===== config.mk =====
export PLATFORM = sky130hd
export DESIGN_NAME = cpu_read_return
export DESIGN_NICKNAME = d
export VERILOG_FILES = /design/src/hdl/l2_cache_pkg.sv /design/src/hdl/cpu_read_return.sv
export SDC_FILE = /design/constraint.sdc
export NUM_CORES = 1
export LEC_CHECK = 0
export BUFFER_PORTS_ARGS = -buffer_cell sky130_fd_sc_hd__clkbuf_2
export CAP_MARGIN = 10
export CORE_MARGIN = 10
export CORE_UTILIZATION = 24
export CTS_CLUSTER_SIZE = 30
export DETAILED_ROUTE_END_ITERATION = 16
export PLACE_DENSITY = 0.49
export REMOVE_ABC_BUFFERS = 1
export SYNTH_ARGS = -nofsm -noshare
export SYNTH_HDL_FRONTEND = slang
export SYNTH_SLANG_ARGS = --single-unit
export TNS_END_PERCENT = 1

===== constraint.sdc =====
create_clock -name CLK -period 1.6 [get_ports CLK]
set_input_delay 0.08 -clock CLK [delete_from_list [all_inputs] [get_ports CLK]]
set_output_delay 0.08 -clock CLK [all_outputs]
set_load 0.01 [all_outputs]

===== src/hdl/l2_cache_pkg.sv =====
`default_nettype none

package l2_cache_pkg;

	// cache geometry
	localparam int WAYS       = 4;
	localparam int LINE_BEATS = 8;
	localparam int SETS       = 32;
	localparam int SET_BITS   = $clog2(SETS);
	localparam int BEAT_BITS  = $clog2(LINE_BEATS);

	typedef logic [29:0] cpu_addr_t; // word address
	typedef logic [31:0] cpu_data_t;
	typedef logic [3:0]  cpu_be_t;
	typedef logic [63:0] ddr_data_t;
	typedef logic [7:0]  ddr_be_t;
	typedef logic [3:0]  burst_t;
	typedef logic [1:0]  way_t;
	typedef logic [16:0] vga_addr_t; // byte address

	typedef struct packed {
		cpu_addr_t addr;
		cpu_data_t din;
		cpu_be_t   be;
		burst_t    burstcnt;
		logic      rd;
		logic      we;
	} cpu_req_s;

	typedef struct packed {
		logic ram;
		logic rom;
		logic vga;
		logic behind; // above installed RAM
	} region_s;

	typedef struct packed {
		logic      from_vga;
		way_t      way;
		cpu_data_t word;
	} read_ret_s;

	typedef enum logic [2:0] {
		INIT,
		IDLE,
		LOOKUP,
		FILL,
		TAG_WRITE,
		WRITE_THROUGH,
		VGA_READ,
		VGA_WRITE
	} ctrl_state_e;

endpackage

`default_nettype wire


===== src/hdl/cpu_read_return.sv =====
`default_nettype none

module cpu_read_return (
	input  logic                    CLK,
	input  logic                    rst_n,
	input  logic                    ret_valid,
	input  l2_cache_pkg::read_ret_s ret,
	input  l2_cache_pkg::cpu_data_t cache_word,
	output l2_cache_pkg::cpu_data_t cpu_dout,
	output logic                    cpu_dout_ready
);

	always_ff @(posedge CLK) begin
		cpu_dout_ready <= ret_valid;
		if (ret_valid)
			cpu_dout <= ret.from_vga ? ret.word : cache_word; // word is zero above RAM
		if (!rst_n)
			cpu_dout_ready <= 1'b0;
	end

endmodule

`default_nettype wire


==> results.yml <==
synth:
  synthXorXnorAreaFrac_pct: 0
  synth_top_family_by_area: "multiplexers"
  synth_seq_cells: 33
  synth-simple-area-share_pct: 0.4085
  synthAdderAreaFrac_pct: 0
  synth-warning-count: 0
  synth_compound_area_share_pct: 0
  ys_types: 7
  syn-cell-area_mm2: 0.001531
  syn_inst: 70
  avgSynthCellArea_um2: 21.88
  synth.area.mux_share_pct: 30.88
  ys_seq_area_share_pct: 64.05
timing:
  max-slew-margin-rel_pct: 83.69
  fmax_mhz: 1117
  hold_viol: 0
  rsz0062_at_grt: "false"
  worst_slack_ns: 0.7050
  final-setup-viol-count: 0
  hold_slack_ns: 0.09575
  period_minus_slack_ns: 0.8950
  fin_crit_sh_pct: 55.94
  worst_pin_slew_ns: 0.2447
  tns_ns: 0
  maxSlewViolCount: 0
routing:
  vias_per_cell: 3.945
  drc: 0
  vias: 1002
  totalWireLength_um: 3833
  drt_first_pass_iters: 4
  met1_length_um: 1502
  drtIter0Drc: 46
  ant_nets: 0
  wl_met2_um: 1589
  wl_per_cell_um: 15.09
  top_layer_used: "met4"
  wl_met3_um: 712
placed_design:
  dpl_cell_area_mm2: 0.002097
  place_ws_ns: 0.5271
  dp.cells: 245
  io_buffers: 100
  finalWeightedCongestion: 0.6437
critical_path:
  cp-end-kind: "output port"
  startpoint_type: "flip-flop"
  cp_cell_sequence: "clkbuf_2"
  crit_arrival_ns: 0.82
  cp_top_family: "flip-flops"
  crit_type: "flip-flop to output port"
  cp-endpoint: "cpu_dout[31]"
  cp.required_ns: 1.52
  startpoint: "cpu_dout[31]$_DFFE_PP_"
  cp_slowest_cell: "edfxtp_1"
  path_buf_inv: 1
  cp.depth: 1
  cp_slowest_stage_delay_ns: 0.39
  crit_path_max_fanout: 1
die:
  dieArea_mm2: 0.009976
  placement_rows: 29
  core-area_mm2: 0.006277
  start_util_pct: 24.40
  die_x_um: 99.88
  ios: 103
  die-height_um: 99.88
final_layout:
  multiInputGateArea_um2: 479.2
  post-route-util_pct: 35.42
  layout_common_cells: "clkbuf_2 (100), edfxtp_1 (32), mux2_4 (30)"
  final_common_cell: "clkbuf_2"
  nets: 246
  final_area_mm2: 0.002223
  drive_gt1_share_pct: 79.66
  fin_cells: 254
  fill_cells: 614
  antenna-diode-count: 0
  ff_latch_area_um2: 980.9
  area_growth_pct: 45.18
clock_network:
  clk_pin_slew_ns: 0.07
  post_cts.repair.setup_buffers: 0
  clock_sinks: 33
  clk_path_buf_depth: 2
  h-tree-depth: 2
  root_buffer: "clkbuf_8"
  cts_buffers: 5
  cts_tree: "yes"
min_path:
  min_path_type: "input pin to flip-flop"
global_route:
  grt_pass1_vias: 1217
  grt_max_degree: 34
  grt_antenna_before_repair: 0
  grt_usage_pct: 7.821
  grt_pass1_wl_um: 6210
  grt_overflow: 0
status:
  status: "complete, no violations"
power_and_ir_drop:
  p_per_area_mw_per_mm2: 998.5
  p_leak_nw: 1.075
  p_total_mw: 2.220
  peakVddDrop_uv: 453.9
flow_run:
  maxCapViolCount: 0
[logic make-up (layout without fill, tap and decap cells)]
kind of cell  after synthesis  after routing
buf+inv                     4            111
mux                        32             32
simple gates                1              1
flops                      33             33
[synth_stat cells (all sizes together)]
master,n,area [µm²]
dfxtp,1,20.02
edfxtp,32,960.9
and2,1,6.260
buf,4,71.32
mux2,32,473.0
[power breakdown]
group | switching, mW | leakage (nW) | internal (mW) | total (mW)
clock | 0.295 | 0.0585 | 0.508 | 0.803
combinational | 0.149 | 0.695 | 0.209 | 0.357
sequential | 0.0203 | 0.322 | 1.04 | 1.06
[sequential cells by signal (all words and copies together) (netlist names)]
signal          count
cpu_dout           32
cpu_dout_ready      1
[final cells by class]
cell class | count | share of cell area [%]
Clock inverter | 1 | 1.351
Tap cell | 77 | 4.333
Multi-Input combinational cell | 33 | 21.55
Clock buffer | 7 | 3.883
Timing Repair Buffer | 103 | 24.76
Sequential cell | 33 | 44.12
[worst min-delay path by stage]
| stage | startpoint | end | slack (ns) | cells past startpoint |
|---|---|---|---|---|
| global placement | rst_n | cpu_dout_ready$_SDFF_PN0_ | 0.29 | 2 |
| detailed placement | rst_n | cpu_dout_ready$_SDFF_PN0_ | 0.30 | 2 |
| CTS | cache_word[23] | cpu_dout[23]$_DFFE_PP_ | 0.08 | 2 |
| floorplan | ret_valid | cpu_dout[0]$_DFFE_PP_ | 0.19 | 0 |
| finish | ret[24] | cpu_dout[24]$_DFFE_PP_ | 0.1 | 2 |
| global route | cache_word[20] | cpu_dout[20]$_DFFE_PP_ | 0.07 | 2 |
[timing repair]
item                      4_1_cts  5_1_grt
hold endpoints to repair        1        0
hold buffers                    1        0
resized for setup               0        0
[per-layer routing]
metal,vias up,GRT usage [%]
li1,482,-
met1,442,8.443
met2,75,10.70
met3,3,7.280
met4,0,2.315
met5,-,0
No activity file was read; power rests on OpenSTA's default activity.
