File: config.mk
export PLATFORM = sky130hd
export DESIGN_NAME = cpu_region_decode
export DESIGN_NICKNAME = d
export VERILOG_FILES = /design/src/hdl/l2_cache_pkg.sv /design/src/hdl/cpu_region_decode.sv
export SDC_FILE = /design/constraint.sdc
export NUM_CORES = 1
export LEC_CHECK = 0
export ABC_AREA = 1
export ABC_CLOCK_PERIOD_IN_PS = 900
export BUFFER_PORTS_ARGS = -buffer_cell sky130_fd_sc_hd__buf_2
export CAP_MARGIN = 40
export CORE_AREA = 2 2 43 45
export CTS_CLUSTER_SIZE = 24
export DETAILED_ROUTE_END_ITERATION = 10
export DIE_AREA = 0 0 45 47
export PLACE_DENSITY = 0.72
export SKIP_LAST_GASP = 1
export SLEW_MARGIN = 20
export SYNTH_ARGS = -nofsm -noshare
export SYNTH_HDL_FRONTEND = slang
export SYNTH_SLANG_ARGS = --single-unit
export TNS_END_PERCENT = 5
File: constraint.sdc
create_clock -name CLK -period 0.9 [get_ports CLK]
set_input_delay 0.045 -clock CLK [delete_from_list [all_inputs] [get_ports CLK]]
set_output_delay 0.045 -clock CLK [all_outputs]
set_load 0.01 [all_outputs]
File: src/hdl/l2_cache_pkg.sv
`default_nettype none

package l2_cache_pkg;

	// cache geometry
	localparam int WAYS       = 4;
	localparam int LINE_BEATS = 8;
	localparam int SETS       = 32;
	localparam int SET_BITS   = $clog2(SETS);
	localparam int BEAT_BITS  = $clog2(LINE_BEATS);

	typedef logic [29:0] cpu_addr_t; // word address
	typedef logic [31:0] cpu_data_t;
	typedef logic [3:0]  cpu_be_t;
	typedef logic [63:0] ddr_data_t;
	typedef logic [7:0]  ddr_be_t;
	typedef logic [3:0]  burst_t;
	typedef logic [1:0]  way_t;
	typedef logic [16:0] vga_addr_t; // byte address

	typedef struct packed {
		cpu_addr_t addr;
		cpu_data_t din;
		cpu_be_t   be;
		burst_t    burstcnt;
		logic      rd;
		logic      we;
	} cpu_req_s;

	typedef struct packed {
		logic ram;
		logic rom;
		logic vga;
		logic behind; // above installed RAM
	} region_s;

	typedef struct packed {
		logic      from_vga;
		way_t      way;
		cpu_data_t word;
	} read_ret_s;

	typedef enum logic [2:0] {
		INIT,
		IDLE,
		LOOKUP,
		FILL,
		TAG_WRITE,
		WRITE_THROUGH,
		VGA_READ,
		VGA_WRITE
	} ctrl_state_e;

endpackage

`default_nettype wire

File: src/hdl/cpu_region_decode.sv
`default_nettype none

module cpu_region_decode #(
	parameter int ADDR_BITS = 24
) (
	input  logic                   CLK,
	input  logic                   rst_n,
	input  logic [2:0]             vga_mode,
	input  l2_cache_pkg::cpu_req_s req,
	output l2_cache_pkg::region_s  region
);

	logic [1:0] vga_mask;
	logic [1:0] vga_cmp;

	// window select within 0xA0000-0xBFFFF
	always_ff @(posedge CLK) begin
		case (vga_mode)
			3'b100: begin // 128K
				vga_mask <= 2'b00;
				vga_cmp  <= 2'b00;
			end
			3'b101: begin // lower 64K
				vga_mask <= 2'b10;
				vga_cmp  <= 2'b00;
			end
			3'b110: begin // 3rd 32K
				vga_mask <= 2'b11;
				vga_cmp  <= 2'b10;
			end
			3'b111: begin // top 32K
				vga_mask <= 2'b11;
				vga_cmp  <= 2'b11;
			end
			default: begin // no window
				vga_mask <= 2'b00;
				vga_cmp  <= 2'b11;
			end
		endcase
		if (!rst_n) begin
			vga_mask <= 2'b00;
			vga_cmp  <= 2'b11;
		end
	end

	always_comb begin
		region.ram    = req.addr[29:ADDR_BITS+2] == '0;
		region.behind = !region.ram;
		region.rom    = region.ram && (req.addr[ADDR_BITS+1:16] == 'h3); // 0xC0000-0xFFFFF
		region.vga    = region.ram && (req.addr[ADDR_BITS+1:15] == 'h5)
			&& ((req.addr[14:13] & vga_mask) == vga_cmp);
	end

endmodule

`default_nettype wire

==> impl_metrics.py <==
metrics = {
    "clock_tree": {
        "tritoncts": "built",
        "h-tree-depth": 1,
        "cts_buffers": 3,
        "clk_pin_slew_ns": 0.04,
        "clkSinkCount": 4,
        "clock-root-buffer": "clkbuf_4",
        "cts_buffer_depth": 2,
    },
    "route": {
        "ant_nets": 0,
        "vias_per_cell": 3.94,
        "drc": 0,
        "routed_wl_um": 663,
        "wl_per_cell_um": 6.98,
        "dr.pass1.iters": 2,
        "routed-via-count": 374,
        "detail_route.iter0.violations": 1,
    },
    "synth": {
        "synth_compound_area_frac": 0.0362,
        "ys_ff_latch": 4,
        "synth.area.mux_share": 0,
        "yosys.area_share.simple": 0.471,
        "ys_warn_count": 0,
        "synth_fp_nets": 127,
        "yosys.area_share.xor_xnor": 0,
        "synth-adder-area-share": 0,
        "synth_seq_area_share": 0.290,
        "synth_area_um2": 277,
        "synth_top_family_by_area": "simple AND/OR/NAND/NOR gates",
        "syn_inst": 50,
        "synth.distinct_cells": 12,
        "avgSynthCellArea_um2": 5.53,
    },
    "final_layout": {
        "finalNonFillerCells": 95,
        "drive_gt1_frac": 0.474,
        "fin_util": 0.273,
        "nets": 157,
        "insertedDiodeCount": 0,
        "fill_cells": 193,
        "area_growth_pct": 62.9,
    },
    "placement": {
        "placed_cells": 92,
        "post-dp-hpwl_um": 564,
        "port_buffers": 25,
        "gp_congestion": 0.602,
        "dp_worst_setup_slack_ns": 0.0845,
    },
    "floorplanning": {
        "fp.dieArea_mm2": 0.00212,
        "core-area_mm2": 0.00165,
        "rows": 15,
        "start_util": 0.167,
        "die_h_um": 47,
        "boundaryPins": 81,
        "die_w_um": 45,
    },
    "timing": {
        "worst_pin_slew_ns": 0.149,
        "hold_ws_ns": 0.0329,
        "relSlewSlack": 0.900,
        "finalSetupTns_ns": -0.122,
        "rsz0062_at_grt": "true",
        "period_needed_ns": 1.02,
        "max_freq_mhz": 978,
        "finalSetupViolations": 1,
        "hold_viol": 0,
        "finalWorstSetupSlack_ns": -0.122,
        "finalMaxSlewViolations": 0,
        "fin_crit_sh": 1.14,
    },
    "min_path": {
        "worstHoldStart": "vga_mode[1]",
        "hold_class": "input pin to flip-flop",
    },
    "worst_setup_path": {
        "path_cells": "inv_1, nand3_1, nand2_1, inv_1, nand2_1, nor2_1, buf_2",
        "slowest_delay_ns": 0.31,
        "cp.required_ns": 0.85,
        "crit_path_max_fanout": 2,
        "path_buf_inv": 3,
        "slowest_stage": "dfxtp_2",
        "crit_arrival_ns": 0.98,
        "path_class": "flip-flop to primary output",
        "end_kind": "primary output",
        "worstSetupStartpoint": "vga_cmp[1]",
        "start_kind": "flip-flop",
        "cp_top_family": "flip-flops",
    },
    "outcome": {
        "violations": "setup timing",
        "outcome": "finished, violations left",
    },
    "power": {
        "p_comb_frac": 0.192,
        "clkPwrFrac": 0.427,
        "p_sw_frac": 0.232,
        "p_leak_uw": 0.000283,
        "ir_drop_mv": 0.489,
        "power.share.sequential": 0.381,
        "intPower_uw": 388,
        "power_switching_uw": 117,
        "powerDensity_mw_per_mm2": 1120,
    },
    "grt": {
        "antenna_found_initial": 0,
        "grt_usage": 0.0630,
        "grt-ovfl-total": 0,
        "grt_pass1_vias": 330,
        "grt_max_degree": 5,
        "grt_pass1_wl_um": 959,
    },
    "flow_run": {
        "cap_violations": 0,
    },
}
## stage by stage
| stage | cell area [µm²] | total power [µW] |
|---|---|---|
| finish | 450 | 505 |
| global route | 450 | 533 |
| CTS | 450 | 520 |
| detailed placement | 423 | 291 |
| global placement | 423 | 286 |
| floorplan | 277 | 235 |
## routing by layer
layer | track usage | share of wire | vias up
li1 | - | - | 199
met1 | 0.0507 | 0.35 | 150
met2 | 0.129 | 0.46 | 25
met3 | 0.0115 | 0.18 | 0
met4 | 0.0529 | 0 | 0
met5 | 0 | 0 | -
## synth_stat cells
library cell	number	share of area
nor2_1	6	0.081
inv_1	14	0.19
a21oi_1	1	0.018
inv_2	1	0.014
nand2_2	1	0.023
nand4_1	1	0.023
o21ai_0	1	0.018
nand2_1	15	0.20
nor2_4	1	0.041
dfxtp_1	4	0.29
nor2_2	2	0.045
nand3_1	3	0.054
## cells in the final DEF, fill, tap and decap left out, drive strengths merged
cell and n:
clkbuf 3, o21ai 1, a21oi 1, nand4 1, nand3 3, inv 15, dfxtp 4, buf 25
nor2 9, nand2 16
## timing repair
action,CTS,global route
setup buffers,0,0
endpoints found under the setup margin,1,1
hold buffers,0,0
resized for setup,4,0
pin swaps,1,0
hold endpoints to repair,0,0
## registers in the layout, summed over array words and instances, names as in the netlist
| signal | count |
|---|---|
| vga_cmp | 2 |
| vga_mask | 2 |
## cells by family after synthesis
logic type / count (synthesis)
and+or+nand+nor: 29
buffers and inverters: 15
DFF: 4
AOI/OAI and AO/OA: 2
## worst paths after layout
kind	endpoint	slack, ns	cells after the start
min	vga_cmp[1]	0.03	3
max	region[1]	-0.12	7
## power groups by stage
stage                     Combinational, µW  Clock, µW  Sequential, µW
final                                  96.9        216             192
after CTS                              98.8        229             192
after global placement                 93.7          0             193
after detailed placement               97.5          0             193
after floorplan                        42.4          0             192
after global routing                    111        228             193
## final cells by class
class	instances	area, µm²	area share
inverter	15	56.3	0.125
timing repair buffer	25	125	0.278
tap	17	21.3	0.0472
multi-input combinational	31	140	0.311
clock buffer	3	22.5	0.0500
sequential	4	85.1	0.189
(Power assumes the default switching activity.)
