### src/hdl/l2_cache_pkg.sv
`default_nettype none

package l2_cache_pkg;

	// cache geometry
	localparam int WAYS       = 4;
	localparam int LINE_BEATS = 8;
	localparam int SETS       = 32;
	localparam int SET_BITS   = $clog2(SETS);
	localparam int BEAT_BITS  = $clog2(LINE_BEATS);

	typedef logic [29:0] cpu_addr_t; // word address
	typedef logic [31:0] cpu_data_t;
	typedef logic [3:0]  cpu_be_t;
	typedef logic [63:0] ddr_data_t;
	typedef logic [7:0]  ddr_be_t;
	typedef logic [3:0]  burst_t;
	typedef logic [1:0]  way_t;
	typedef logic [16:0] vga_addr_t; // byte address

	typedef struct packed {
		cpu_addr_t addr;
		cpu_data_t din;
		cpu_be_t   be;
		burst_t    burstcnt;
		logic      rd;
		logic      we;
	} cpu_req_s;

	typedef struct packed {
		logic ram;
		logic rom;
		logic vga;
		logic behind; // above installed RAM
	} region_s;

	typedef struct packed {
		logic      from_vga;
		way_t      way;
		cpu_data_t word;
	} read_ret_s;

	typedef enum logic [2:0] {
		INIT,
		IDLE,
		LOOKUP,
		FILL,
		TAG_WRITE,
		WRITE_THROUGH,
		VGA_READ,
		VGA_WRITE
	} ctrl_state_e;

endpackage

`default_nettype wire

### src/hdl/vga_byte_bridge.sv
`default_nettype none

module vga_byte_bridge (
	input  logic                    CLK,
	input  logic                    rst_n,
	input  logic                    start,
	input  l2_cache_pkg::cpu_req_s  req,
	output logic                    done,
	output l2_cache_pkg::cpu_data_t word,
	output l2_cache_pkg::vga_addr_t vga_addr,
	output logic [7:0]              vga_dout,
	input  logic [7:0]              vga_din,
	output logic                    vga_rd,
	output logic                    vga_we
);

	typedef enum logic [2:0] {
		B_IDLE,
		B_WRITE,
		B_RD_ISSUE,
		B_RD_WAIT,
		B_RD_TAKE
	} bridge_state_e;

	bridge_state_e           state;
	l2_cache_pkg::cpu_data_t sh;    // write bytes out low first, read bytes in high
	l2_cache_pkg::cpu_be_t   be_sh;
	l2_cache_pkg::burst_t    left;
	logic [14:0]             wa;
	logic [1:0]              ba;
	logic [1:0]              lead;

	// first enabled byte
	always_comb begin
		casez (req.be)
			4'b???1: lead = 2'd0;
			4'b??10: lead = 2'd1;
			4'b?100: lead = 2'd2;
			default: lead = 2'd3;
		endcase
	end

	assign vga_addr = {wa, ba};
	assign vga_dout = sh[7:0];
	assign vga_we   = state == B_WRITE && be_sh[0];
	assign vga_rd   = state == B_RD_ISSUE;
	assign word     = sh;

	always_ff @(posedge CLK) begin
		done <= 1'b0;
		case (state)
			B_IDLE: begin
				if (start) begin
					wa   <= req.addr[14:0];
					left <= req.burstcnt;
					if (req.we) begin
						sh    <= req.din >> {lead, 3'b000};
						be_sh <= req.be >> lead;
						ba    <= lead;
						state <= B_WRITE;
					end else begin
						ba    <= 2'd0;
						state <= B_RD_ISSUE;
					end
				end
			end

			B_WRITE: begin
				sh    <= sh >> 8;
				be_sh <= be_sh >> 1;
				ba    <= ba + 1'b1;
				if (be_sh[3:1] == 3'b000) begin // last enabled byte
					done  <= 1'b1;
					state <= B_IDLE;
				end
			end

			B_RD_ISSUE:
				state <= B_RD_WAIT;

			B_RD_WAIT:
				state <= B_RD_TAKE; // data lands two cycles after the strobe

			B_RD_TAKE: begin
				sh    <= {vga_din, sh[31:8]};
				ba    <= ba + 1'b1;
				state <= B_RD_ISSUE;
				if (ba == 2'd3) begin
					done <= 1'b1;
					if (left > 4'd1) begin
						left <= left - 1'b1;
						wa   <= wa + 1'b1;
					end else
						state <= B_IDLE;
				end
			end

			default:
				state <= B_IDLE;
		endcase

		if (!rst_n) begin
			state <= B_IDLE;
			done  <= 1'b0;
		end
	end

endmodule

`default_nettype wire

### config.mk
export PLATFORM = sky130hd
export DESIGN_NAME = vga_byte_bridge
export DESIGN_NICKNAME = d
export VERILOG_FILES = /design/src/hdl/l2_cache_pkg.sv /design/src/hdl/vga_byte_bridge.sv
export SDC_FILE = /design/constraint.sdc
export NUM_CORES = 1
export LEC_CHECK = 0
export ABC_CLOCK_PERIOD_IN_PS = 7000
export BUFFER_PORTS_ARGS = -buffer_cell sky130_fd_sc_hd__buf_2
export CORE_MARGIN = 5
export CORE_UTILIZATION = 40
export CTS_CLUSTER_DIAMETER = 50
export DETAILED_ROUTE_END_ITERATION = 6
export HOLD_SLACK_MARGIN = 0.05
export PLACE_DENSITY = 0.79
export SLEW_MARGIN = 20
export SYNTH_ARGS = -nofsm -noshare
export SYNTH_HDL_FRONTEND = slang
export SYNTH_SLANG_ARGS = --single-unit
### constraint.sdc
create_clock -name CLK -period 7 [get_ports CLK]
set_input_delay 0 -clock CLK [delete_from_list [all_inputs] [get_ports CLK]]
set_output_delay 0 -clock CLK [all_outputs]
set_load 0.005 [all_outputs]
==> results.cfg, run 1 <==
[run_status]
status = finished clean

[setup_path]
crit_family = simple AND/OR/NAND/NOR gates
slowest_delay_ps = 770
cp_max_fo = 52
cp.buffers_inverters = 1
cp.required_ps = 7080
cp_slowest_cell = nor2_4
crit_type = reg2reg
startpoint_type = register
regToRegSetupSlack_ps = 3850
arrival_ps = 3240
cp-end-kind = register
crit_chain = xnor2_1, nor2_4, nor2_1, a22o_1, dlygate4sd3_1

[routing]
routedWlPerCell_um = 16.6
drt-pass1-iter-count = 5
finalWirelength_mm = 10.0
drc = 0
ant_nets = 0
drtIter0Drc = 143
num_vias = 3264
viasPerCell = 5.40

[clocking]
clock_latency_ps = 340
cts_made_buffers = 9
clock_path_buffers = 2
cts_tree = yes
ctsResizeCount = 0
cts_setup_buffers = 0
clock_sinks = 61
root_buffer = clkbuf_8
htreeDepth = 3
clkSlewWorstSetupHoldPaths_ps = 70

[sta]
finalSetupTns_ps = 0
fmax_ghz = 0.317
period_needed_ps = 3150
fin_skew_ps = 8.64
hold_viol_final = 0
post-route-period-util_pct = 45.1
rsz0062_at_grt = false
tightest_slew_ps = 975
drv_slew = 0
max_slew_margin_pct = 34.9
setup_viol = 0

[worst_hold_path]
hold_path.class = in2reg

[logic_synthesis]
netlist_instances = 348
synth_cell_types = 41
synth_flop_cell = edfxtp_1
synth_nets = 435
ys_seq_area_share_pct = 51.9
syn_area_mm2 = 0.00345
synthArstFlopShare_pct = 0
synth_warnings = 0
syn_avg_cell_area_um2 = 9.92
synth-seq-cells = 61
synth_edf_count = 57

[final_layout]
antenna_cells = 0
finalNetCount = 581
drive_gt1_share_pct = 29.1
fillCellCount = 715
syn_to_final_growth_pct = 34.9
fin_cells = 604
multi_input_area_mm2 = 0.00151
fin_util_pct = 56.1
final_area_mm2 = 0.00466
seq_area_mm2 = 0.00179

[die]
die_h_um = 103
start_util_pct = 41.6
io_pins = 143
num_rows = 33
die_w_um = 103
core_area_mm2 = 0.00830
die-area_mm2 = 0.0106

[global_routing]
grt_pass1_vias = 3164
grt_overflow_total = 0
antenna_found_initial = 0
grt_max_degree = 53
gr-usage-all-layers_pct = 18.9
grt_first_pass_wirelength_mm = 15.4

[power_and_ir_drop]
peakVddDrop_mv = 0.0961
powerDensity_mw_per_mm2 = 216
power.leakage_nw = 1.93

[place]
placed_cells = 550
portBuffers = 126
dp_hpwl_mm = 6.71
dpl_cell_area_mm2 = 0.00409
place.gp.congestion = 0.860

[flow_run]
cap_violations = 0
-- path summary, 6_finish.rpt --
check	endpoint	cells past startpoint	start
max	word[29]$_DFFE_PP_	5	state[2]$_SDFFE_PN0P_
min	word[9]$_DFFE_PP_	3	req[19]
max reg2reg	word[29]$_DFFE_PP_	5	state[2]$_SDFFE_PN0P_
min reg2reg	word[6]$_DFFE_PP_	2	word[14]$_DFFE_PP_
-- layout by cell type, fill, tap and decap left out, drive strengths merged, types with 3 or more instances in the layout --
cell type      n
xnor2          6
a211oi         5
nor2b          4
a31oi          3
and2           4
a22oi          9
a221oi         3
o31ai          3
edfxtp        57
clkbuf        11
o21ai         44
a21oi         14
dlygate4sd3   38
dfxtp          4
nand4          6
buf          128
nor3           6
nand3b         6
a22o           7
xor2           9
clkinv         3
mux2i          8
nand2         68
nor2          15
inv            4
nand3          6
ha             4
o221ai         7
-- metrics by stage --
step                      power [W]  hold WS (ps)  worst slack, ps
after floorplan            0.000605           128             3340
after global placement     0.000686           271             4450
after detailed placement   0.000694           278             4390
after CTS                   0.00101          55.8             3840
after global routing        0.00106          58.2             3550
final                       0.00101          63.2             3850
-- synth_stat cells, types with 7 or more instances --
| library cell | count | area, µm² |
|---|---|---|
| nor2_1 | 15 | 56.3 |
| edfxtp_1 | 57 | 1710 |
| o21ai_0 | 44 | 220 |
| xor2_1 | 9 | 78.8 |
| a22o_1 | 7 | 61.3 |
| mux2i_1 | 8 | 80.1 |
| a21oi_1 | 14 | 70.1 |
| o221ai_1 | 7 | 61.3 |
| clkbuf_1 | 14 | 52.6 |
| buf_4 | 8 | 60.1 |
| a22oi_1 | 9 | 67.6 |
| nand2_1 | 68 | 255 |
-- report_power, final --
group,internal (W),switching (W)
logic,0.0000985,0.000114
registers,0.000460,0.0000322
clock network,0.000162,0.000140
-- timing repair --
| action | in CTS | in global routing |
|---|---|---|
| hold endpoints to repair | 35 | 0 |
| hold buffers | 38 | 0 |
| setup endpoints to repair | 0 | 0 |
-- cell families after synthesis --
family / synth area share, %
simple gates: 17.5
buf+inv: 5.11
flops: 51.9
compound gates: 18.0
fa+ha+maj: 1.45
mux: 2.32
xor+xnor: 3.80
-- cell type report --
type                    instances  area share [%]
clock inverters                 5            1.10
flip-flops and latches         61            38.5
inverters                       4           0.322
clock buffers                  11            2.82
well taps                     105            2.82
repair buffers                166            22.0
multi-input cells             252            32.4
-- tightest hold or removal path, stage by stage --
cell     delay (ps)
buf_2           100
a21oi_1          60
o21ai_0         130
-- per-layer routing --
layer  GRT usage (%)  part of all wire [%]  vias up
met3            4.67                   9.4        8
li1                -                     -     1578
met4            5.78                  0.75        0
met5               0                     0        -
met2            33.4                    49      150
met1            22.8                    41     1528
-- sequential cells by signal, summed over array words and instances (netlist names) --
register	flops
word	32
wa	15
be_sh	4
left	4
state	3
ba	2
done	1
Note: power is estimated with default switching activity, not from simulation.
==> inputs of run 2 (changes only) <==
ABC_CLOCK_PERIOD_IN_PS = 2650   (was 7000)
PLACE_DENSITY = 0.82   (was 0.79)
clock period = 2.65 ns   (was 7 ns; I/O delays follow)
==> run 2 against run 1 <==
First-iteration DRC count grew 39%. Die area is the same. Worst hold slack gained 9.7 ps. Sequential share of layout area is 0.54 points lower. Highest routed layer unchanged. Clock power rose to 3.0 times the previous value. Flip-flop and latch count unchanged. Count of clock-buffer cells in the layout shrank 2.
==> results.cfg, run 2 (synthesis results as in run 1) <==
[clocking]
root_buffer = clkbuf_8
clock_latency_ps = 340
ctsResizeCount = 0
cts_tree = yes
hold_buffers = 40
htreeDepth = 3
cts_setup_buffers = 0
clkSlewWorstSetupHoldPaths_ps = 80
clock_sinks = 61
clock_path_buffers = 2
cts_made_buffers = 9

[flow_run]
cap_violations = 0

[place]
place.gp.congestion = 0.823
dp_hpwl_mm = 6.88
portBuffers = 126
pre_cts_ws_ps = 727

[setup_path]
arrival_ps = 2610
r2r_cells = 5
cp.required_ps = 2860
cp-end-kind = register
reg2reg_to = word[30]$_DFFE_PP_
worstReg2RegStart = state[2]$_SDFFE_PN0P_
crit_type = reg2reg
regToRegSetupSlack_ps = 240
cp_max_fo = 16
startpoint_type = register

[routing]
drt-pass1-iter-count = 4
ant_nets = 0
drtIter0Drc = 199
met3_length_um = 979
drc = 0
top_layer_used = met4
num_vias = 3247
m1WireLength_mm = 4.07
wl_met2_mm = 4.88
finalWirelength_mm = 10.1
routedWlPerCell_um = 16.6
viasPerCell = 5.34

[power_and_ir_drop]
clock_power_share_pct = 32.8
power.leakage_nw = 1.96
internal-power_w = 0.00200
peakVddDrop_mv = 0.317
total_power_w = 0.00277
sequentialPowerShare_pct = 46.7
p_switching_w = 0.000773
switching_share_pct = 27.8
powerDensity_mw_per_mm2 = 587
p_comb_share_pct = 20.5

[sta]
max_slew_margin_pct = 44.5
fin_skew_ps = 11.8
fmax_ghz = 0.416
final.setup.worst_slack_ps = 244
post-route-period-util_pct = 90.8
finalSetupTns_ps = 0
hold_viol_final = 0
period_needed_ps = 2410
tightest_slew_ps = 830
rsz0062_at_grt = false
setup_viol = 0
drv_slew = 0

[die]
start_util_pct = 41.6
die-area_mm2 = 0.0106
num_rows = 33
die_w_um = 103
io_pins = 143
die_h_um = 103
core_area_mm2 = 0.00830

[final_layout]
fin_util_pct = 56.9
antenna_cells = 0
drive_gt1_share_pct = 29.6
largest_reg_flops = 32
multi_input_area_mm2 = 0.00151
finalNetCount = 585
syn_to_final_growth_pct = 36.8
fillCellCount = 722
final_common_cell = buf_2
most-common-layout-cells = buf_2, nand2_1, edfxtp_1
seq_area_mm2 = 0.00179

[global_routing]
antenna_found_initial = 0
grt_first_pass_wirelength_mm = 15.5
gr-usage-all-layers_pct = 19.0
grt_pass1_vias = 3153
grt_overflow_total = 0
grt_max_degree = 49

[worst_hold_path]
hold_path.class = in2reg
hold_start = req[21]
hold_path_depth = 3
hold-path-endpoint = word[11]$_DFFE_PP_

[run_status]
status = finished clean
## run 2: cell types whose count changed in the layout (fill, tap and decap cells not counted), sizes merged
cell         delta
bufinv          +1
clkbuf          -2
buf             +2
dlygate4sd3     +2
clkinv          +1
## run 2: area by class of cell
type                       instances  share of cell area (%)
timing repair buffer             170                    22.5
clock buffer                       9                    2.62
clock inverter                     7                    1.91
sequential                        61                    37.9
tap                              105                    2.78
inverter                           4                   0.318
multi-input combinational        252                    32.0
## run 2: through the flow
stage,hold slack (ps),std cells,area [µm²]
2_1_floorplan,128,348,3460
3_3_place_gp,273,552,4110
3_5_place_dp,280,552,4110
4_1_cts,56.0,608,4720
5_1_grt,81.7,608,4720
6_report,73.0,608,4720
## run 2: worst max-delay path: stages, from the launching register on
cell and delay [ps]:
dfxtp_1 660, xnor2_1 250, nor2_4 70, nor2_1 500
a22o_1 230, dlygate4sd3_1 560
## run 2: worst max-delay path by stage
stage	endpoint	depth (start not counted)	slack [ps]	from
finish	word[30]$_DFFE_PP_	5	240	state[2]$_SDFFE_PN0P_
global route	word[30]$_DFFE_PP_	5	80	state[2]$_SDFFE_PN0P_
CTS	word[27]$_DFFE_PP_	5	260	state[0]$_SDFFE_PN0P_
detailed placement	word[4]$_DFFE_PP_	5	730	state[2]$_SDFFE_PN0P_
global placement	word[4]$_DFFE_PP_	5	760	state[2]$_SDFFE_PN0P_
floorplan	left[0]$_DFFE_PP_	4	20	left[0]$_DFFE_PP_
## run 2: routing by layer
metal | track usage [%] | vias to the layer above
li1 | - | 1583
met1 | 23.2 | 1509
met2 | 31.4 | 141
met3 | 5.95 | 14
met4 | 7.07 | 0
met5 | 0 | -
## run 2: power groups by stage
stage,Clock (W),Combinational (W),Sequential [W]
2_1_floorplan,0,0.000288,0.00131
3_3_place_gp,0,0.000505,0.00131
3_5_place_dp,0,0.000521,0.00132
4_1_cts,0.000931,0.000573,0.00130
5_1_grt,0.000967,0.000633,0.00131
6_report,0.000910,0.000568,0.00130
