## config.mk

```make
export PLATFORM = sky130hd
export DESIGN_NAME = l2_cache_ctrl
export DESIGN_NICKNAME = d
export VERILOG_FILES = /design/src/hdl/l2_cache_pkg.sv /design/src/hdl/l2_cache_ctrl.sv
export SDC_FILE = /design/constraint.sdc
export NUM_CORES = 1
export LEC_CHECK = 0
export BUFFER_PORTS_ARGS = -buffer_cell sky130_fd_sc_hd__buf_2
export CORE_AREA = 2 2 141 143
export CTS_CLUSTER_DIAMETER = 40
export CTS_CLUSTER_SIZE = 28
export DETAILED_ROUTE_END_ITERATION = 6
export DIE_AREA = 0 0 143 145
export PLACE_DENSITY = 0.68
export SYNTH_ARGS = -nofsm -noshare
export SYNTH_HDL_FRONTEND = slang
export SYNTH_SLANG_ARGS = --single-unit
export TNS_END_PERCENT = 1
```

## constraint.sdc

```tcl
create_clock -name CLK -period 13.62 [get_ports CLK]
set_input_delay 0.681 -clock CLK [delete_from_list [all_inputs] [get_ports CLK]]
set_output_delay 0.681 -clock CLK [all_outputs]
set_load 0.02 [all_outputs]
```

## src/hdl/l2_cache_pkg.sv

```systemverilog
`default_nettype none

package l2_cache_pkg;

	// cache geometry
	localparam int WAYS       = 4;
	localparam int LINE_BEATS = 8;
	localparam int SETS       = 32;
	localparam int SET_BITS   = $clog2(SETS);
	localparam int BEAT_BITS  = $clog2(LINE_BEATS);

	typedef logic [29:0] cpu_addr_t; // word address
	typedef logic [31:0] cpu_data_t;
	typedef logic [3:0]  cpu_be_t;
	typedef logic [63:0] ddr_data_t;
	typedef logic [7:0]  ddr_be_t;
	typedef logic [3:0]  burst_t;
	typedef logic [1:0]  way_t;
	typedef logic [16:0] vga_addr_t; // byte address

	typedef struct packed {
		cpu_addr_t addr;
		cpu_data_t din;
		cpu_be_t   be;
		burst_t    burstcnt;
		logic      rd;
		logic      we;
	} cpu_req_s;

	typedef struct packed {
		logic ram;
		logic rom;
		logic vga;
		logic behind; // above installed RAM
	} region_s;

	typedef struct packed {
		logic      from_vga;
		way_t      way;
		cpu_data_t word;
	} read_ret_s;

	typedef enum logic [2:0] {
		INIT,
		IDLE,
		LOOKUP,
		FILL,
		TAG_WRITE,
		WRITE_THROUGH,
		VGA_READ,
		VGA_WRITE
	} ctrl_state_e;

endpackage

`default_nettype wire

```

## src/hdl/l2_cache_ctrl.sv

```systemverilog
`default_nettype none

module l2_cache_ctrl #(
	parameter int ADDR_BITS = 24
) (
	input  logic                               CLK,
	input  logic                               rst_n,
	input  l2_cache_pkg::cpu_req_s             req,
	input  l2_cache_pkg::region_s              region,
	output logic                               cpu_busy,
	output logic [ADDR_BITS:0]                 ddr_addr,
	output l2_cache_pkg::ddr_data_t            ddr_din,
	output l2_cache_pkg::ddr_be_t              ddr_be,
	output logic [7:0]                         ddr_burstcnt,
	output logic                               ddr_rd,
	output logic                               ddr_we,
	input  logic                               ddr_dout_ready,
	input  logic                               ddr_busy,
	output logic [l2_cache_pkg::SET_BITS-1:0]  index,
	output logic [ADDR_BITS-l2_cache_pkg::SET_BITS-l2_cache_pkg::BEAT_BITS:0] tag,
	output l2_cache_pkg::way_t                 fill_way,
	output logic                               fill_we,
	output logic [l2_cache_pkg::BEAT_BITS-1:0] beat,
	output logic                               wr_hit_we,
	output logic                               tag_we,
	output logic                               clear_we,
	output logic                               touch,
	output logic                               rd_half,
	input  logic                               hit,
	input  l2_cache_pkg::way_t                 hit_way,
	input  l2_cache_pkg::way_t                 victim,
	output logic                               vga_start,
	output l2_cache_pkg::cpu_req_s             vga_req,
	input  logic                               vga_done,
	input  l2_cache_pkg::cpu_data_t            vga_word,
	output logic                               ret_valid,
	output l2_cache_pkg::read_ret_s            ret
);

	localparam int SB = l2_cache_pkg::SET_BITS;
	localparam int BB = l2_cache_pkg::BEAT_BITS;

	l2_cache_pkg::ctrl_state_e state;
	l2_cache_pkg::cpu_req_s    req_q;
	l2_cache_pkg::region_s     region_q;
	l2_cache_pkg::cpu_addr_t   cur_addr; // steps per burst beat
	l2_cache_pkg::burst_t      left;
	l2_cache_pkg::way_t        victim_q;
	logic [SB-1:0]             init_cnt;
	logic [BB-1:0]             fill_cnt;

	assign cpu_busy = (state == l2_cache_pkg::IDLE) ? ddr_busy : 1'b1;
	assign vga_req  = req_q;

	assign index   = (state == l2_cache_pkg::INIT) ? init_cnt : cur_addr[SB+BB:BB+1];
	assign tag     = cur_addr[ADDR_BITS+1:SB+BB+1];
	assign beat    = (state == l2_cache_pkg::FILL) ? fill_cnt : cur_addr[BB:1];
	assign rd_half = cur_addr[0];

	assign clear_we  = state == l2_cache_pkg::INIT;
	assign fill_we   = state == l2_cache_pkg::FILL && ddr_dout_ready;
	assign tag_we    = state == l2_cache_pkg::TAG_WRITE;
	assign wr_hit_we = state == l2_cache_pkg::WRITE_THROUGH && hit && !ddr_busy;
	assign touch     = state == l2_cache_pkg::LOOKUP && hit && !region_q.behind;
	assign fill_way  = ret.way;

	assign ret_valid = (state == l2_cache_pkg::LOOKUP && (hit || region_q.behind))
		|| (state == l2_cache_pkg::VGA_READ && vga_done);

	always_comb begin
		ret.from_vga = region_q.behind || state == l2_cache_pkg::VGA_READ;
		ret.way      = (state == l2_cache_pkg::LOOKUP) ? hit_way : victim_q;
		ret.word     = region_q.behind ? '0 : vga_word; // zero above RAM
	end

	always_ff @(posedge CLK) begin
		vga_start <= 1'b0;
		if (!ddr_busy) begin
			ddr_rd <= 1'b0;
			ddr_we <= 1'b0;
		end

		case (state)
			l2_cache_pkg::INIT: begin
				init_cnt <= init_cnt + 1'b1;
				if (init_cnt == SB'(l2_cache_pkg::SETS - 1))
					state <= l2_cache_pkg::IDLE;
			end

			l2_cache_pkg::IDLE: begin
				if (!ddr_busy && (req.rd || req.we)) begin
					req_q        <= req;
					region_q     <= region;
					cur_addr     <= req.addr;
					left         <= req.burstcnt;
					ddr_addr     <= req.addr[ADDR_BITS+1:1];
					ddr_burstcnt <= 8'd1;
					ddr_din      <= {req.din, req.din};
					ddr_be       <= req.addr[0] ? {req.be, 4'h0} : {4'h0, req.be};
					if (req.rd) begin
						if (region.vga) begin
							vga_start <= 1'b1;
							state     <= l2_cache_pkg::VGA_READ;
						end else
							state <= l2_cache_pkg::LOOKUP;
					end else if (region.ram && !region.rom) begin
						if (region.vga) begin
							vga_start <= 1'b1;
							state     <= l2_cache_pkg::VGA_WRITE;
						end else begin
							ddr_we <= 1'b1;
							state  <= l2_cache_pkg::WRITE_THROUGH;
						end
					end
				end
			end

			l2_cache_pkg::LOOKUP: begin
				if (hit || region_q.behind) begin
					if (left > 4'd1) begin
						left     <= left - 1'b1;
						cur_addr <= cur_addr + 1'b1;
					end else
						state <= l2_cache_pkg::IDLE;
				end else begin
					// miss, fetch the whole line into the LRU way
					ddr_rd       <= 1'b1;
					ddr_addr     <= {cur_addr[ADDR_BITS+1:BB+1], {BB{1'b0}}};
					ddr_burstcnt <= 8'(l2_cache_pkg::LINE_BEATS);
					fill_cnt     <= '0;
					victim_q     <= victim;
					state        <= l2_cache_pkg::FILL;
				end
			end

			l2_cache_pkg::FILL: begin
				if (ddr_dout_ready) begin
					fill_cnt <= fill_cnt + 1'b1;
					if (fill_cnt == BB'(l2_cache_pkg::LINE_BEATS - 1))
						state <= l2_cache_pkg::TAG_WRITE;
				end
			end

			l2_cache_pkg::TAG_WRITE:
				state <= l2_cache_pkg::LOOKUP; // re-lookup now hits

			l2_cache_pkg::WRITE_THROUGH:
				if (!ddr_busy)
					state <= l2_cache_pkg::IDLE;

			l2_cache_pkg::VGA_READ: begin
				if (vga_done) begin
					if (left > 4'd1)
						left <= left - 1'b1;
					else
						state <= l2_cache_pkg::IDLE;
				end
			end

			l2_cache_pkg::VGA_WRITE:
				if (vga_done)
					state <= l2_cache_pkg::IDLE;

			default:
				state <= l2_cache_pkg::IDLE;
		endcase

		if (!rst_n) begin
			state     <= l2_cache_pkg::INIT;
			init_cnt  <= '0;
			ddr_rd    <= 1'b0;
			ddr_we    <= 1'b0;
			vga_start <= 1'b0;
		end
	end

endmodule

`default_nettype wire

```

==> impl_metrics.yaml, run 1 <==
synth:
  synth_top_area_share_pct: 60.27
  synth-seq-cells: 154
  ys_warn_count: 0
  synth_top_cell_by_area: "edfxtp_1"
  synth-xor-area-share_pct: 1.106
  async_flop_share_pct: 0
  synth_compound_area_share_pct: 4.777
  synth-simple-area-share_pct: 13.72
  synthAdderAreaFrac_pct: 1.229
  ys_top_cells_by_area: "edfxtp_1, buf_4, nor2b_1"
  synth_ff_type: "edfxtp_1"
  synthCells: 559
  synth_mux_area_share_pct: 4.074
  synth.cell_area_um2: 7124
  synth_seq_area_share_pct: 63.36
  synth-edff-count: 143
  ys_types: 53
  avgSynthCellArea_um2: 12.74
  synth_top_family_by_area: "simple AND/OR/NAND/NOR gates"
die:
  num_rows: 51
  die_y_um: 145
  die_area_um2: 20740
  core_area_um2: 19210
  pin_count: 368
  die_w_um: 143
  start_util_pct: 37.09
pwr:
  p_seq_share_pct: 42.0
  switching_share_pct: 33.90
  power_density_nw_per_um2: 172.5
  p_int_mw: 1.048
  switchingPower_uw: 537.7
  ir_drop_uv: 83.51
  pwr-share-clk_pct: 31.0
  leakage_nw: 4.014
  pwr-share-comb_pct: 27.0
layout:
  seqCellArea_um2: 4514
  mostFrequentLayoutCells: "buf_2, edfxtp_1, nand2_1"
  antennaDiodeCount: 0
  fillers: 1749
  layout.nets: 967
  drive_gt1_share_pct: 50.53
  multi_input_area_um2: 1817
  fin_cells: 1120
  layout_commonest_cell: "buf_2"
  area_delta_synth_final_pct: 29.08
routing:
  viasPerCell: 4.561
  wire_per_inst_um: 17.01
  drc: 0
  drt_first_pass_iters: 7
  routed_wl_mm: 19.05
  vias: 5108
  ant_nets: 0
  first_iter_violations: 200
clock_network:
  clk_pin_slew_worst_paths_ps: 70
  clock-root-buffer: "clkbuf_16"
  max-clock-path-buffers: 2
  cts_sinks: 154
  cts_hold_buf: 0
  worst_skew_pair.late_latency_ps: 430
  post_cts_buffers: 0
  cts_tree: "done"
  numCtsBuffers: 17
  htreeDepth: 4
  ctsResizeCount: 0
timing:
  hold_viol: 0
  fin_crit_ps: 3403
  fin_ws_ps: 10220
  slew_headroom_pct: 23.52
  finalSetupViolations: 0
  worst_slew_pin_slew_ps: 1147
  finClkSkew_ps: 17.36
  min_period_over_period_pct: 24.99
  fmax_mhz: 293.8
  slew_viol_final: 0
  rsz0062_at_grt: "no"
  finalSetupTns_ps: 0
grt:
  antenna_found_initial: 2
  busiest_layer: "met2"
  grt_pass1_vias: 4985
  grt.met3_usage_pct: 5.809
  grt_pass1_wl_mm: 27.91
  gr-total-overflow: 0
  grt_max_degree: 62
  grtUsageMet2_pct: 32.49
  track_usage_pct: 18.00
  grtUsageMet1_pct: 19.76
placed_design:
  hpwl_mm: 14.44
  dp_cells: 1088
  place_ws_ps: 10620
  io_buffers: 361
  place_congestion: 0.8900
worst_setup_path:
  start_kind: "register"
  crit_family: "buffers and inverters"
  worstPathRequired_ps: 12940
  critical_path.slowest_cell: "dfxtp_1"
  arrival_ps: 2720
  reg2reg_slack_ps: 10740
  cp_common_cell: "nand2_1"
  crit_type: "reg2out"
  crit_buf_inv: 3
  cp_max_fo: 51
  critPathCaptureType: "output pin"
  path_cells: "or3b_2, buf_4, inv_1, nand2_1, nand2_1, buf_2"
  critPathMaxStageDelay_ps: 680
outcome:
  status: "finished, final reports clean"
job:
  max_cap_violations: 0
worst_hold_path:
  hold_class: "in2reg"
## cell usage after synthesis (all sizes together) (2+ instances only)
cell / instances
a211oi: 3
a21o: 4
edfxtp: 143
or2: 4
or4: 2
ha: 7
nand4: 8
dfxtp: 11
a21oi: 6
or3: 2
nand3: 11
nand2b: 3
nor2: 20
clkbuf: 9
nor4: 5
mux2i: 2
a31oi: 5
o21ai: 26
mux2: 24
xnor2: 5
inv: 21
xor2: 4
nor3: 12
buf: 97
and2: 10
nor2b: 39
and3: 6
nand2: 53
nor3b: 2
## power by group through the flow
stage	sequential, mW	clock, mW	combinational (mW)
after floorplan	0.703	0	0.288
after global placement	0.675	0	0.428
after CTS	0.668	0.502	0.435
final	0.667	0.491	0.428
after global routing	0.678	0.524	0.467
after detailed placement	0.677	0	0.432
## routing by layer
metal / wire length (um) / share of wire, % / vias up
met4: 278 / 1.5 / 4
met5: 24 / 0.13 / -
met3: 1419 / 7.4 / 17
met1: 7251 / 38 / 2391
met2: 10080 / 53 / 231
li1: - / - / 2465
## final timing paths
| kind | from | to | depth (start not counted) |
|---|---|---|---|
| setup / recovery | state[2] | ret[33] | 6 |
| hold / removal | victim[1] | victim_q[1] | 1 |
| setup reg to reg | state[1] | cur_addr[18] | 6 |
| hold reg to reg | ddr_rd | ddr_rd | 2 |
## stage by stage
step | cell area, um2 | hold WS, ps | utilization (%) | total power [mW]
global route | 9196 | 406.4 | 47.88 | 1.669
global placement | 8582 | 469.2 | 44.68 | 1.103
detailed placement | 8582 | 496.2 | 44.68 | 1.109
floorplan | 7143 | 487.6 | - | 0.9909
finish | 9196 | 429.0 | 47.88 | 1.586
CTS | 9196 | 410.5 | 47.88 | 1.605
## layout make-up
cell class              instances  area share, %
well taps                     265          3.605
inverters                      22         0.8980
flip-flops and latches        154          49.09
clock buffers                  18          4.667
clock inverters                14          2.014
multi-input cells             282          19.76
repair buffers                365          19.97
## registers in the layout (all words and copies together), names as in the netlist
name          count
cur_addr         26
ddr_addr         25
ddr_be            8
ddr_burstcnt      2
ddr_din          32
ddr_rd            1
ddr_we            1
fill_cnt          3
init_cnt          5
left              4
region_q          1
state             3
vga_req          40
vga_start         1
victim_q          2
## cell families after synthesis
family | after synthesis
xor gates and xnor gates | 9
DFF | 154
AOI/OAI and AO/OA | 55
buffers and inverters | 128
muxes | 26
and+or+nand+nor | 179
adders and majority gates | 7
other | 1
No activity file was read; power rests on OpenSTA's default activity.
==> run 2, diff against run 1 <==
- CORE_AREA: 2 2 141 143 -> 2 2 143 145
- DIE_AREA: 0 0 143 145 -> 0 0 145 147
- PLACE_DENSITY: 0.68 -> 0.69
- clock period: 13.62 -> 3.1 ns (I/O delays scaled with it)
==> run 2 against run 1 <==
Clock power rose to 4.4 times the previous value. Flip-flop and latch count did not move. Wire length rose by 3.6%. Largest power group unchanged. Largest cell class unchanged. Global-route usage barely moved. Register-to-register slack got worse by 10000 ps. Total power rose to 4.5 times the previous value.
==> impl_metrics.yaml, run 2 (same netlist as run 1, synthesis figures left out) <==
outcome:
  status: "finished, final reports clean"
pwr:
  leakage_nw: 4.379
  total_power_mw: 7.082
  power_density_nw_per_um2: 705.4
  ir_drop_uv: 396.6
die:
  die_y_um: 147
  core_area_um2: 19840
  die_area_um2: 21320
  num_rows: 52
  start_util_pct: 35.90
  die_w_um: 145
  pin_count: 368
timing:
  rsz0062_at_grt: "no"
  hold_viol: 0
  slew_headroom_pct: 42.06
  finalSetupViolations: 0
  fin_crit_ps: 2760
  slew_viol_final: 0
  fmax_mhz: 362.3
  fin_hold_ws_ps: 29.50
  finalSetupTns_ps: 0
  worst_slew_pin_slew_ps: 864.5
  min_period_over_period_pct: 89.03
  finClkSkew_ps: 11.02
worst_setup_path:
  critPathCaptureType: "output pin"
  path_cells: "or3b_2, inv_1, buf_4, nand2_1, nand2_1, buf_2"
  crit_type: "reg2out"
  critPathMaxStageDelay_ps: 750
  start_kind: "register"
  critical_path.slowest_cell: "or3b_2"
  worstPathRequired_ps: 2940
  arrival_ps: 2610
  cp_max_fo: 21
  reg2reg_slack_ps: 570
  cp_common_cell: "nand2_1"
grt:
  track_usage_pct: 17.97
  gr-total-overflow: 0
  grt_pass1_vias: 5326
  grt_pass1_wl_mm: 29.46
  antenna_found_initial: 0
  grt_max_degree: 54
routing:
  ant_nets: 0
  vias: 5455
  drc: 0
  first_iter_violations: 307
  routed_wl_mm: 19.74
  viasPerCell: 4.519
  wire_per_inst_um: 16.36
  drt_first_pass_iters: 4
layout:
  drive_gt1_share_pct: 47.28
  layout_commonest_cell: "buf_2"
  layout.nets: 1049
  largest_reg_flops: 40
  multi_input_area_um2: 1838
  area_delta_synth_final_pct: 40.92
  seqCellArea_um2: 4516
  mostFrequentLayoutCells: "buf_2, edfxtp_1, dlygate4sd3_1"
  final_cell_area_um2: 10040
  fillers: 1726
  antennaDiodeCount: 0
  post-route-util_pct: 50.59
job:
  max_cap_violations: 0
clock_network:
  max-clock-path-buffers: 2
  htreeDepth: 4
  worst_skew_pair.late_latency_ps: 420
  clock-root-buffer: "clkbuf_16"
  cts_sinks: 154
  cts_tree: "done"
  cts_hold_buf: 75
  numCtsBuffers: 17
  post_cts_buffers: 0
  clk_pin_slew_worst_paths_ps: 70
  ctsResizeCount: 0
worst_hold_path:
  hold_class: "in2reg"
placed_design:
  place_congestion: 0.7945
  io_buffers: 361
  hpwl_mm: 14.45
  dpl_cell_area_um2: 8676
-- run 2: cell count changes in the layout (fill, tap and decap cells not counted), moves of 2 or more --
| cell | change |
|---|---|
| clkinvlp_4 | -2 |
| inv_8 | +2 |
| inv_6 | -2 |
| clkinv_4 | +3 |
| dlygate4sd3_1 | +75 |
| buf_4 | +6 |
-- run 2: layout make-up --
type                            count  area share (%)
Timing Repair Buffer              447           26.42
Clock inverter                     15           1.869
Clock buffer                       17           4.237
Sequential cell                   154           44.98
Inverter                           22          0.8225
Multi-Input combinational cell    282           18.31
Tap cell                          270           3.365
-- run 2: critical path: cells and delay by family (launching register included) --
kind	cells	cell delay (ps)
buf+inv	3	730
flops	1	570
simple gates	3	900
-- run 2: final timing paths --
kind	start	end	cells past startpoint
worst min register to register	ddr_rd	ddr_rd	2
worst max register to register	state[1]	cur_addr[8]	4
worst max-delay path	state[1]	fill_way[0]	6
worst min-delay path	req[1]	vga_req[1]	1
-- run 2: per-layer routing --
metal / track usage [%] / wire (um)
met5: 0 / 0
met4: 5.792 / 271
met3: 5.031 / 1323
met2: 33.55 / 10630
met1: 19.72 / 7518
-- run 2: power breakdown --
part	leakage [nW]	switching (mW)	internal (mW)	total, mW
Clock	0.297	0.921	1.22	2.14
Sequential	1.39	0.227	2.69	2.92
Combinational	2.69	1.30	0.719	2.02
-- run 2: through the flow --
stage                     instances  setup WS, ps
after CTS                      1207         314.3
after global placement         1100         636.4
after floorplan                 564         -1225
final                          1207         340.0
after global routing           1207         193.3
after detailed placement       1100         574.8
==> run 3, diff against run 2 <==
==> constraint.sdc (replaced) <==
create_clock -name CLK -period 3.1 [get_ports CLK]
set_input_delay 0 -clock CLK [delete_from_list [all_inputs] [get_ports CLK]]
set_output_delay 0 -clock CLK [all_outputs]
set_load 0.02 [all_outputs]
==> run 3 against run 2 <==
Count of clock-buffer cells in the layout stayed put. Worst hold slack gained 19 ps. Wire length rose by 0.68%. Clock skew is 0.70 ps lower. Critical path depth stayed put. Core utilization is 0.55 points higher. Critical path type unchanged.
==> impl_metrics.yaml, run 3 (same netlist as run 1, synthesis figures left out) <==
die:
  die_y_um: 147
  die_w_um: 145
  pin_count: 368
  core_area_um2: 19840
  num_rows: 52
  die_area_um2: 21320
  start_util_pct: 35.90
layout:
  multi_input_area_um2: 1838
  drive_gt1_share_pct: 46.92
  largest_reg_flops: 40
  layout_commonest_cell: "buf_2"
  mostFrequentLayoutCells: "buf_2, edfxtp_1, dlygate4sd3_1"
  antennaDiodeCount: 0
  seqCellArea_um2: 4516
  post-route-util_pct: 51.14
  fillers: 1708
  fin_cells: 1212
  area_delta_synth_final_pct: 42.45
  layout.nets: 1054
timing:
  fin_crit_ps: 2624
  fin_ws_ps: 476.3
  hold_viol: 0
  finClkSkew_ps: 10.31
  slew_headroom_pct: 40.86
  finalSetupTns_ps: 0
  fmax_mhz: 381.1
  worst_slew_pin_slew_ps: 882.3
  min_period_over_period_pct: 84.63
  rsz0062_at_grt: "no"
  slew_viol_final: 0
  finalSetupViolations: 0
grt:
  grt_max_degree: 59
  track_usage_pct: 18.22
  gr-total-overflow: 0
  grt_pass1_vias: 5393
  antenna_found_initial: 0
  grt_pass1_wl_mm: 29.96
pwr:
  power_density_nw_per_um2: 719.8
  ir_drop_uv: 383.3
  total_power_mw: 7.305
  switchingPower_mw: 2.377
  pwr-share-comb_pct: 27.8
  switching_share_pct: 32.54
  leakage_nw: 4.435
  pwr-share-clk_pct: 32.2
  p_int_mw: 4.928
  p_seq_share_pct: 40.0
clock_network:
  post_cts_buffers: 0
  worst_skew_pair.late_latency_ps: 420
  cts_tree: "done"
  ctsResizeCount: 0
  cts_hold_buf: 80
  cts_sinks: 154
  htreeDepth: 4
  clk_pin_slew_worst_paths_ps: 60
  numCtsBuffers: 17
  max-clock-path-buffers: 2
  clock-root-buffer: "clkbuf_16"
worst_setup_path:
  cp_max_fo: 23
  path_cells: "or3b_2, inv_1, buf_4, nand2_1, nand2_1, buf_2"
  rr_worst_depth: 5
  crit_type: "reg2out"
  worstPathRequired_ps: 3100
  arrival_ps: 2620
  start_kind: "register"
  cp_common_cell: "nand2_1"
  reg2reg_slack_ps: 550
  critPathCaptureType: "output pin"
  critPathMaxStageDelay_ps: 760
  critical_path.slowest_cell: "or3b_2"
routing:
  drt_first_pass_iters: 5
  routed_wl_mm: 19.88
  first_iter_violations: 344
  vias: 5513
  viasPerCell: 4.549
  wire_per_inst_um: 16.40
  ant_nets: 0
  drc: 0
placed_design:
  place_congestion: 0.7659
  dp_cells: 1100
  io_buffers: 361
  place_ws_ps: 560.7
  hpwl_mm: 14.50
job:
  max_cap_violations: 0
outcome:
  status: "finished, final reports clean"
worst_hold_path:
  whs_path_depth: 3
  hold_class: "in2reg"
==> run 3: cell count changes in the layout (fill, tap and decap cells not counted), sizes merged <==
cell         previous run  this run
dlygate4sd3            75        80
clkinvlp                1         0
clkinv                  7         8
bufinv                  2         6
inv                    27        23
==> run 3: worst paths after layout <==
| path | from | to |
|---|---|---|
| setup / recovery | state[1] | fill_way[1] |
| hold / removal | ddr_dout_ready | fill_cnt[0] |
| setup reg to reg | state[1] | vga_start |
| hold reg to reg | ddr_rd | ddr_rd |
==> run 3: layout make-up <==
type | count | share of cell area [%]
Sequential cell | 154 | 44.50
Timing Repair Buffer | 452 | 26.63
Multi-Input combinational cell | 282 | 18.11
Clock buffer | 17 | 4.192
Tap cell | 270 | 3.329
Clock inverter | 15 | 2.429
Inverter | 22 | 0.8137
==> run 3: power groups by stage <==
stage / Combinational (mW) / Clock, mW / Sequential (mW)
2_1_floorplan: 1.28 / 0 / 3.07
3_3_place_gp: 1.93 / 0 / 2.96
3_5_place_dp: 1.96 / 0 / 2.96
4_1_cts: 2.05 / 2.40 / 2.92
5_1_grt: 2.20 / 2.48 / 2.97
6_report: 2.03 / 2.35 / 2.92
==> run 3: routing by layer <==
layer | global-route usage, % | vias to the layer above | wire length [um]
li1 | - | 2630 | -
met1 | 20.04 | 2600 | 7415
met2 | 33.71 | 260 | 10550
met3 | 5.466 | 23 | 1525
met4 | 5.842 | 0 | 392
met5 | 0 | - | 0
==> run 3: stage by stage <==
step / cell area, um2 / hold slack, ps
final: 10150 / 48.36
after global routing: 10150 / 72.29
after CTS: 10150 / 36.80
after detailed placement: 8676 / 178.1
after global placement: 8676 / 176.8
after floorplan: 7167 / 88.67
==> run 3: critical path, delay by kind of cell, from the launching register on <==
kind | cells | cell delay (ps)
buf+inv | 3 | 730
flops | 1 | 560
simple gates | 3 | 900
